$ cat config.mk
export PLATFORM = sky130hd
export DESIGN_NAME = stack_machine_top
export DESIGN_NICKNAME = d
export VERILOG_FILES = /design/src/logic/stack_pkg.sv /design/src/logic/opcode_decoder.sv /design/src/logic/operand_stack.sv /design/src/logic/stack_alu.sv /design/src/logic/host_regs.sv /design/src/logic/exec_control.sv /design/src/logic/stack_machine_top.sv
export VERILOG_INCLUDE_DIRS = /design/src /design/src/logic
export SDC_FILE = /design/constraint.sdc
export NUM_CORES = 1
export LEC_CHECK = 0
export BUFFER_PORTS_ARGS = -buffer_cell sky130_fd_sc_hd__buf_2
export CAP_MARGIN = 30
export CORE_MARGIN = 8
export CORE_UTILIZATION = 55
export DETAILED_ROUTE_END_ITERATION = 7
export PLACE_DENSITY = 0.72
export SETUP_SLACK_MARGIN = 0.4
export SLEW_MARGIN = 30
export SYNTH_ARGS = -nofsm -noshare
export SYNTH_HDL_FRONTEND = slang
export SYNTH_SLANG_ARGS = --single-unit
$ cat constraint.sdc
create_clock -name clk -period 5.55 [get_ports clk]
set_input_delay 0.2775 -clock clk [delete_from_list [all_inputs] [get_ports clk]]
set_output_delay 0.2775 -clock clk [all_outputs]
set_load 0.03 [all_outputs]
$ cat src/logic/stack_defines.svh
`ifndef STACK_DEFINES_SVH
`define STACK_DEFINES_SVH

// datapath and stack sizing.
`define STACK_WIDTH    32
`define STACK_DEPTH    8
`define STACK_PTR_BITS 4

// wishbone register map, word addresses.
`define REG_INSTR   4'd0
`define REG_STATUS  4'd1
`define REG_TOP     4'd2
`define REG_CONTROL 4'd3

`endif

$ cat src/logic/stack_pkg.sv
`default_nettype none

`include "stack_defines.svh"

package stack_pkg;

    // instruction bits 31 to 24.
    typedef enum logic [7:0] {
        OP_NOP  = 8'h00,
        OP_PUSH = 8'h01,
        OP_POP  = 8'h02,
        OP_DUP  = 8'h03,
        OP_ADD  = 8'h10,
        OP_SUB  = 8'h11,
        OP_AND  = 8'h12,
        OP_OR   = 8'h13,
        OP_XOR  = 8'h14,
        OP_SHL  = 8'h15
    } opcode_e;

    typedef enum logic [2:0] {
        ALU_PASS = 3'd0,
        ALU_ADD  = 3'd1,
        ALU_SUB  = 3'd2,
        ALU_AND  = 3'd3,
        ALU_OR   = 3'd4,
        ALU_XOR  = 3'd5,
        ALU_SHL  = 3'd6
    } alu_op_e;

    typedef enum logic [2:0] {
        IDLE  = 3'd0,
        POP_B = 3'd1,
        POP_A = 3'd2,
        EXEC  = 3'd3,
        WRITE = 3'd4
    } ctl_state_e;

    ////////////////////
    // bundles.

    typedef struct packed {
        alu_op_e                 alu_op;
        logic [1:0]              pops;
        logic                    pushes_result;
        logic                    push_const;
        logic                    dup;
        logic [`STACK_WIDTH-1:0] const_val;
    } decode_t;

    typedef struct packed {
        logic                    push;
        logic                    pop;
        logic                    clear;
        logic [`STACK_WIDTH-1:0] data;
    } stack_cmd_t;

    typedef struct packed {
        logic [`STACK_WIDTH-1:0]    top;
        logic [`STACK_PTR_BITS-1:0] depth;
        logic                       full;
        logic                       empty;
    } stack_stat_t;

    typedef struct packed {
        logic                    cyc;
        logic                    stb;
        logic                    we;
        logic [3:0]              adr;
        logic [`STACK_WIDTH-1:0] dat;
    } wb_req_t;

    typedef struct packed {
        logic                    ack;
        logic [`STACK_WIDTH-1:0] dat;
    } wb_rsp_t;

endpackage

`default_nettype wire

$ cat src/logic/opcode_decoder.sv
`default_nettype none

`include "stack_defines.svh"

module opcode_decoder (
    input  logic [`STACK_WIDTH-1:0] instr,
    output stack_pkg::decode_t      dec
);

    import stack_pkg::*;

    localparam int IMM_BITS = 24;

    opcode_e opcode;

    assign opcode = opcode_e'(instr[31:24]);

    always_comb begin
        dec = '0;
        dec.alu_op = ALU_PASS;

        case (opcode)
            OP_PUSH: begin
                dec.pushes_result = 1'b1;
                dec.push_const = 1'b1;
                dec.const_val = {{(`STACK_WIDTH - IMM_BITS){1'b0}}, instr[IMM_BITS-1:0]};
            end
            OP_POP: begin
                dec.pops = 2'd1;
            end
            OP_DUP: begin
                dec.pushes_result = 1'b1;
                dec.dup = 1'b1;
            end
            OP_ADD: dec.alu_op = ALU_ADD;
            OP_SUB: dec.alu_op = ALU_SUB;
            OP_AND: dec.alu_op = ALU_AND;
            OP_OR:  dec.alu_op = ALU_OR;
            OP_XOR: dec.alu_op = ALU_XOR;
            OP_SHL: dec.alu_op = ALU_SHL;
            // nop and anything unknown fall through here.
            default: ;
        endcase

        // every alu opcode takes two operands and leaves one result.
        if (dec.alu_op != ALU_PASS) begin
            dec.pops = 2'd2;
            dec.pushes_result = 1'b1;
        end
    end

endmodule

`default_nettype wire

$ cat src/logic/operand_stack.sv
`default_nettype none

`include "stack_defines.svh"

module operand_stack (
    input  logic                   clk,
    input  logic                   reset,
    input  stack_pkg::stack_cmd_t  cmd,
    output stack_pkg::stack_stat_t stat
);

    localparam int IDX_W = $clog2(`STACK_DEPTH);
    localparam int PTR_W = `STACK_PTR_BITS;

    logic [`STACK_WIDTH-1:0] mem [`STACK_DEPTH];
    logic [PTR_W-1:0]        ptr;
    logic [`STACK_WIDTH-1:0] top_q;
    logic                    full;
    logic                    empty;
    logic                    do_push;
    logic                    do_pop;
    logic [IDX_W-1:0]        wr_idx;
    logic [IDX_W-1:0]        below_idx;

    assign full = (ptr == PTR_W'(`STACK_DEPTH));
    assign empty = (ptr == '0);

    // clear wins over pop, pop wins over push.
    assign do_pop = cmd.pop && !empty && !cmd.clear;
    assign do_push = cmd.push && !full && !cmd.clear && !cmd.pop;

    assign wr_idx = IDX_W'(ptr);
    assign below_idx = IDX_W'(ptr - PTR_W'(2));

    always_ff @(posedge clk) begin
        if (reset) begin
            ptr <= '0;
            top_q <= '0;
        end else if (cmd.clear) begin
            ptr <= '0;
            top_q <= '0;
        end else if (do_pop) begin
            ptr <= ptr - PTR_W'(1);
            // the entry under the old top becomes visible, or zero when none is left.
            top_q <= (ptr >= PTR_W'(2)) ? mem[below_idx] : '0;
        end else if (do_push) begin
            ptr <= ptr + PTR_W'(1);
            top_q <= cmd.data;
        end
    end

    always_ff @(posedge clk) begin
        if (do_push) begin
            mem[wr_idx] <= cmd.data;
        end
    end

    assign stat = '{top: top_q, depth: ptr, full: full, empty: empty};

endmodule

`default_nettype wire

$ cat src/logic/stack_alu.sv
`default_nettype none

`include "stack_defines.svh"

module stack_alu (
    input  stack_pkg::alu_op_e      op,
    input  logic [`STACK_WIDTH-1:0] a,
    input  logic [`STACK_WIDTH-1:0] b,
    output logic [`STACK_WIDTH-1:0] result
);

    import stack_pkg::*;

    localparam int SHIFT_W = $clog2(`STACK_WIDTH);

    logic [SHIFT_W-1:0] shamt;

    // only the low bits of b count as a shift distance.
    assign shamt = b[SHIFT_W-1:0];

    ////////////////////
    // a op b, low word only.

    always_comb begin
        case (op)
            ALU_PASS: result = a;
            ALU_ADD:  result = a + b;
            ALU_SUB:  result = a - b;
            ALU_AND:  result = a & b;
            ALU_OR:   result = a | b;
            ALU_XOR:  result = a ^ b;
            ALU_SHL:  result = a << shamt;
            default:  result = '0;
        endcase
    end

endmodule

`default_nettype wire

$ cat src/logic/host_regs.sv
`default_nettype none

`include "stack_defines.svh"

module host_regs (
    input  logic                   clk,
    input  logic                   reset,
    input  stack_pkg::wb_req_t     wb_req,
    output stack_pkg::wb_rsp_t     wb_rsp,
    input  logic                   busy,
    input  logic                   error,
    input  stack_pkg::stack_stat_t stat,
    output logic                   issue,
    output logic [`STACK_WIDTH-1:0] instr,
    output logic                   clear
);

    logic                    req;
    logic                    instr_wr;
    logic                    accept;
    logic                    ack_q;
    logic [`STACK_WIDTH-1:0] rd_q;
    logic [`STACK_WIDTH-1:0] status_word;

    // a request already acked this cycle is the host's old one.
    assign req = wb_req.cyc && wb_req.stb && !ack_q;
    assign instr_wr = req && wb_req.we && (wb_req.adr == `REG_INSTR);
    assign accept = instr_wr && !busy;

    always_comb begin
        status_word = '0;
        status_word[0] = busy;
        status_word[1] = error;
        status_word[11:8] = stat.depth;
    end

    ////////////////////
    // handshake.

    always_ff @(posedge clk) begin
        if (reset) begin
            ack_q <= 1'b0;
            issue <= 1'b0;
            clear <= 1'b0;
        end else begin
            ack_q <= 1'b0;
            issue <= 1'b0;
            clear <= 1'b0;
            if (instr_wr) begin
                // held off until the execution unit is idle.
                ack_q <= accept;
                issue <= accept;
            end else if (req) begin
                ack_q <= 1'b1;
                if (wb_req.we && (wb_req.adr == `REG_CONTROL)) begin
                    clear <= wb_req.dat[0];
                end
            end
        end
    end

    ////////////////////
    // data.

    always_ff @(posedge clk) begin
        if (accept) begin
            instr <= wb_req.dat;
        end
        if (req && !wb_req.we) begin
            case (wb_req.adr)
                `REG_INSTR:  rd_q <= instr;
                `REG_STATUS: rd_q <= status_word;
                `REG_TOP:    rd_q <= stat.top;
                default:     rd_q <= '0;
            endcase
        end
    end

    assign wb_rsp = '{ack: ack_q, dat: rd_q};

endmodule

`default_nettype wire

$ cat src/logic/exec_control.sv
`default_nettype none

`include "stack_defines.svh"

module exec_control (
    input  logic                    clk,
    input  logic                    reset,
    input  logic                    issue,
    input  logic                    clear,
    input  stack_pkg::decode_t      dec,
    input  stack_pkg::stack_stat_t  stat,
    input  logic [`STACK_WIDTH-1:0] alu_result,
    output stack_pkg::alu_op_e      alu_op,
    output logic [`STACK_WIDTH-1:0] operand_a,
    output logic [`STACK_WIDTH-1:0] operand_b,
    output stack_pkg::stack_cmd_t   cmd,
    output logic                    busy,
    output logic                    error
);

    import stack_pkg::*;

    localparam int PTR_W = `STACK_PTR_BITS;

    ctl_state_e              state;
    logic [`STACK_WIDTH-1:0] result_q;
    logic [PTR_W-1:0]        need;
    logic [PTR_W-1:0]        remain;
    logic                    underflow;
    logic                    overflow;

    ////////////////////
    // depth checks at issue.

    always_comb begin
        // dup pops nothing but still needs one entry to copy.
        need = dec.dup ? PTR_W'(1) : PTR_W'(dec.pops);
        remain = stat.depth - PTR_W'(dec.pops);
        underflow = (stat.depth < need);
        overflow = dec.pushes_result && (remain == PTR_W'(`STACK_DEPTH));
    end

    ////////////////////
    // sequencing.

    always_ff @(posedge clk) begin
        if (reset || clear) begin
            state <= IDLE;
            error <= 1'b0;
        end else begin
            case (state)
                IDLE: begin
                    if (issue) begin
                        if (underflow || overflow) begin
                            error <= 1'b1;
                        end else if (dec.pops != 2'd0) begin
                            state <= POP_B;
                        end else if (dec.pushes_result) begin
                            state <= WRITE;
                        end
                    end
                end
                POP_B:   state <= (dec.pops == 2'd2) ? POP_A : IDLE;
                POP_A:   state <= EXEC;
                EXEC:    state <= WRITE;
                WRITE:   state <= IDLE;
                default: state <= IDLE;
            endcase
        end
    end

    // operands and result, sampled as the fsm walks through the states.
    always_ff @(posedge clk) begin
        case (state)
            IDLE: begin
                if (issue) begin
                    alu_op <= dec.alu_op;
                    result_q <= dec.push_const ? dec.const_val : stat.top;
                end
            end
            POP_B:   operand_b <= stat.top;
            POP_A:   operand_a <= stat.top;
            EXEC:    result_q <= alu_result;
            default: ;
        endcase
    end

    always_comb begin
        cmd = '0;
        cmd.clear = clear;
        cmd.pop = (state == POP_B) || (state == POP_A);
        cmd.push = (state == WRITE);
        cmd.data = result_q;
    end

    assign busy = (state != IDLE);

endmodule

`default_nettype wire

$ cat src/logic/stack_machine_top.sv
`default_nettype none

`include "stack_defines.svh"

module stack_machine_top (
    input  logic               clk,
    input  logic               reset,
    input  stack_pkg::wb_req_t wb_req,
    output stack_pkg::wb_rsp_t wb_rsp
);

    import stack_pkg::*;

    logic                    busy;
    logic                    error;
    logic                    issue;
    logic                    clear;
    logic [`STACK_WIDTH-1:0] instr;
    decode_t                 dec;
    stack_stat_t             stat;
    stack_cmd_t              cmd;
    alu_op_e                 alu_op;
    logic [`STACK_WIDTH-1:0] operand_a;
    logic [`STACK_WIDTH-1:0] operand_b;
    logic [`STACK_WIDTH-1:0] alu_result;

    host_regs host_regs (
        .clk(clk),
        .reset(reset),
        .wb_req(wb_req),
        .wb_rsp(wb_rsp),
        .busy(busy),
        .error(error),
        .stat(stat),
        .issue(issue),
        .instr(instr),
        .clear(clear)
    );

    opcode_decoder opcode_decoder (
        .instr(instr),
        .dec(dec)
    );

    exec_control exec_control (
        .clk(clk),
        .reset(reset),
        .issue(issue),
        .clear(clear),
        .dec(dec),
        .stat(stat),
        .alu_result(alu_result),
        .alu_op(alu_op),
        .operand_a(operand_a),
        .operand_b(operand_b),
        .cmd(cmd),
        .busy(busy),
        .error(error)
    );

    operand_stack operand_stack (
        .clk(clk),
        .reset(reset),
        .cmd(cmd),
        .stat(stat)
    );

    stack_alu stack_alu (
        .op(alu_op),
        .a(operand_a),
        .b(operand_b),
        .result(alu_result)
    );

endmodule

`default_nettype wire

==> run metrics <==
Max Freq=211 MHz; maximum vdd drop=0.217 mV; Rel. slew slack=0.320; core area=41900 um2; Fin. Hold Viols=0; placer congestion estimate=between 0.9 and 1; nets=1952; cts bufs inserted=46; Area growth, synth to finish=12.2%; crit path DAT=~5 ns; Mapped Nets=1861; CTS Buffer Depth=3; met2 WL=29.2 mm; DR vias/cell=6.52; fin area=26200 um2; uppermost layer routed=met4; shortest period the worst path allows=4.73 ns; DIE WIDTH=222 um; Leakage=roughly 9.4 nW; Util after Layout=0.624; clock slew seen by the registers of the worst setup and hold paths=0.06 ns; initial antenna violation count=1; Crit Path Max Fanout=7; most common cell after layout, fill and taps aside=edfxtp_1; I/O Buffers=73; EDFF count, synth=approximately 420; CTS tree=yes; setup TNS=0 ns; Slew Limit Fails=0; Clock Skew=0.0239 ns; Detail Route Antenna Nets=0; clock root buffer=clkbuf_16; CP Data Required Time=5.87 ns; vias in the first global route=15500; H-tree Lvls=2; Fillers=approximately 3100; area of the multi-input gates=just over 9000 um2; Synth Flop Type=edfxtp_1; Initial Util=0.557; clock latency on the worst-skew pair=0.58 ns; DR WL met3=just under 6 mm; IO Count=between 70 and 80; crit path launch type=register; pin count of the biggest net entering global routing=58; Die Height=222 um; Least-Margin Pin Slew=between 0.9 and 1 ns; routed vias=15500; most frequent cells in the layout=edfxtp_1 (419), nand2_1 (135), ha_1 (105); Avg Cell Area, Syn=approximately 14 um2; RSZ-0062 raised after global routing=no; GRT Total Usage=0.255; synthesized cell area=23300 um2; Synth Register Bits=462; cell row count=75; share of cells above drive strength 1=0.171; Worst setup EP type=register; hold crit path type=input pin to register; WL/cell=26.7 um; CTS sink cnt=around 460; Yosys Warn Count=0; iteration-0 DRC count of the detailed router=1666; drt total wl=63.6 mm; Post-synth ARST share=0; Cell variety after synth=80; flop2flop setup slack=0.82 ns; DRC=0; outcome=finished, final reports clean; Post-Route M1 WL=26.0 mm; PwrDens=266 nW/um2; DP Area=around 24000 um2; Inserted Diodes=0; Max Cap Viol=0; Setup Crit Path Kind=register to register; GR Overflow Total=0; cell count after synthesis=1712; FF/Latch Area=roughly 13000 um2; setup violators final=0; post-DP HPWL=42.4 mm; die area=49300 um2; Tcrit/Tclk final=0.853; first-pass GRT wire length=96.4 mm; register area share after synthesis=0.576; Pre-antenna DRT Iters=6; Power Total=~7.0 mW
## flip-flops by register name, summed over array words and instances, names as in the netlist
signal                  flops
operand_stack.mem         256
exec_control.operand_a     32
exec_control.operand_b     32
exec_control.result_q      32
host_regs.instr            32
host_regs.rd_q             32
operand_stack.top_q        32
operand_stack.ptr           4
exec_control.alu_op         3
exec_control.state          3
exec_control.error          1
host_regs.ack_q             1
host_regs.clear             1
host_regs.issue             1
## timing repair
item                                    CTS  global route
endpoints found under the setup margin    0             0
setup buffers                             0             0
hold buffers                             35             0
hold endpoints to repair                 35             0
gates resized for setup                   0             0
## cells in the mapped netlist, drive strengths merged (6+ instances only)
| master | instances | area [um2] |
|---|---|---|
| nor2 | 96 | 365 |
| o211a | 32 | 320 |
| a31oi | 13 | 87.6 |
| a21oi | 76 | 380 |
| mux2i | 65 | 651 |
| o31ai | 11 | 92.6 |
| buf | 34 | 193 |
| o21ai | 59 | 295 |
| mux2 | 8 | 90.1 |
| o211ai | 12 | 90.1 |
| mux4 | 93 | 2090 |
| o21a | 9 | 67.6 |
| xor2 | 16 | 140 |
| nor3 | 10 | 60.1 |
| ha | 106 | 1330 |
| o2111ai | 7 | 61.3 |
| a21o | 14 | 105 |
| a22o | 27 | 236 |
| o22ai | 55 | 344 |
| a22oi | 19 | 143 |
| a221oi | 20 | 175 |
| and3 | 10 | 62.6 |
| inv | 79 | 297 |
| dfxtp | 43 | 861 |
| a211oi | 7 | 52.6 |
| nand2b | 9 | 56.3 |
| a221o | 13 | 130 |
| nand2 | 135 | 507 |
| edfxtp | 419 | 12600 |
| nor2b | 11 | 68.8 |
| nand4 | 6 | 37.5 |
| nor4 | 12 | 93.8 |
| clkbuf | 60 | 225 |
| and2 | 9 | 56.3 |
| nand3 | 10 | 50.1 |
| xnor2 | 44 | 385 |
## stage by stage
| step | setup slack, ns | hold WS [ns] | instances |
|---|---|---|---|
| 2_1_floorplan | 0.462 | 0.354 | 1712 |
| 3_3_place_gp | 1.04 | 0.456 | 2258 |
| 3_5_place_dp | 0.949 | 0.456 | 2258 |
| 4_1_cts | 0.916 | 0.0809 | 2378 |
| 5_1_grt | 0.597 | 0.113 | 2379 |
| 6_report | 0.818 | 0.101 | 2379 |
## where the power goes
part	switching (mW)	internal [mW]	total, mW	leakage (nW)
Sequential	0.00411	3.75	3.75	4.17
Combinational	0.0462	0.0370	0.0833	4.51
Clock	1.30	1.82	3.12	0.754
## logic make-up after synthesis
logic type	share of synthesized area
multiplexers	0.121
adder cells (fa/ha/maj)	0.0585
flip-flops	0.576
AO/OA/AOI/OAI	0.126
AND/OR/NAND/NOR	0.0648
XOR/XNOR	0.0225
buffers and inverters	0.0309
## routing by layer
layer,vias to the layer above,global-route usage
li1,6884,-
met2,804,0.402
met5,-,0
met3,140,0.0508
met4,0,0.107
met1,7674,0.342
## worst max-delay path, cell delays in order, from the launching register on
cell,delay [ns]
edfxtp_1,0.46
nor4_2,0.37
nand2_1,0.13
nor4_2,0.38
nand2_1,0.15
nor4_2,0.53
a31oi_1,0.20
xnor2_1,0.16
ha_1,0.43
nand2_1,0.09
or3_4,0.41
a31oi_2,0.25
a21oi_1,0.17
o31ai_2,0.32
xnor2_1,0.11
a221o_1,0.29
## cell type report
class | instances | share of cell area
timing repair buffer | 137 | 0.0364
clock buffer | 67 | 0.0513
inverter | 81 | 0.0116
tap | 539 | 0.0257
clock inverter | 18 | 0.00654
multi-input combinational | 1075 | 0.355
sequential | 462 | 0.514
## final timing paths
| path | from | to | depth (start not counted) |
|---|---|---|---|
| setup / recovery | exec_control.operand_b[7] | exec_control.result_q[31] | 15 |
| hold / removal | wb_req[36] | host_regs.issue | 3 |
| setup reg to reg | exec_control.operand_b[7] | exec_control.result_q[31] | 15 |
| hold reg to reg | exec_control.error | exec_control.error | 2 |
No activity file was read; power rests on OpenSTA's default activity.
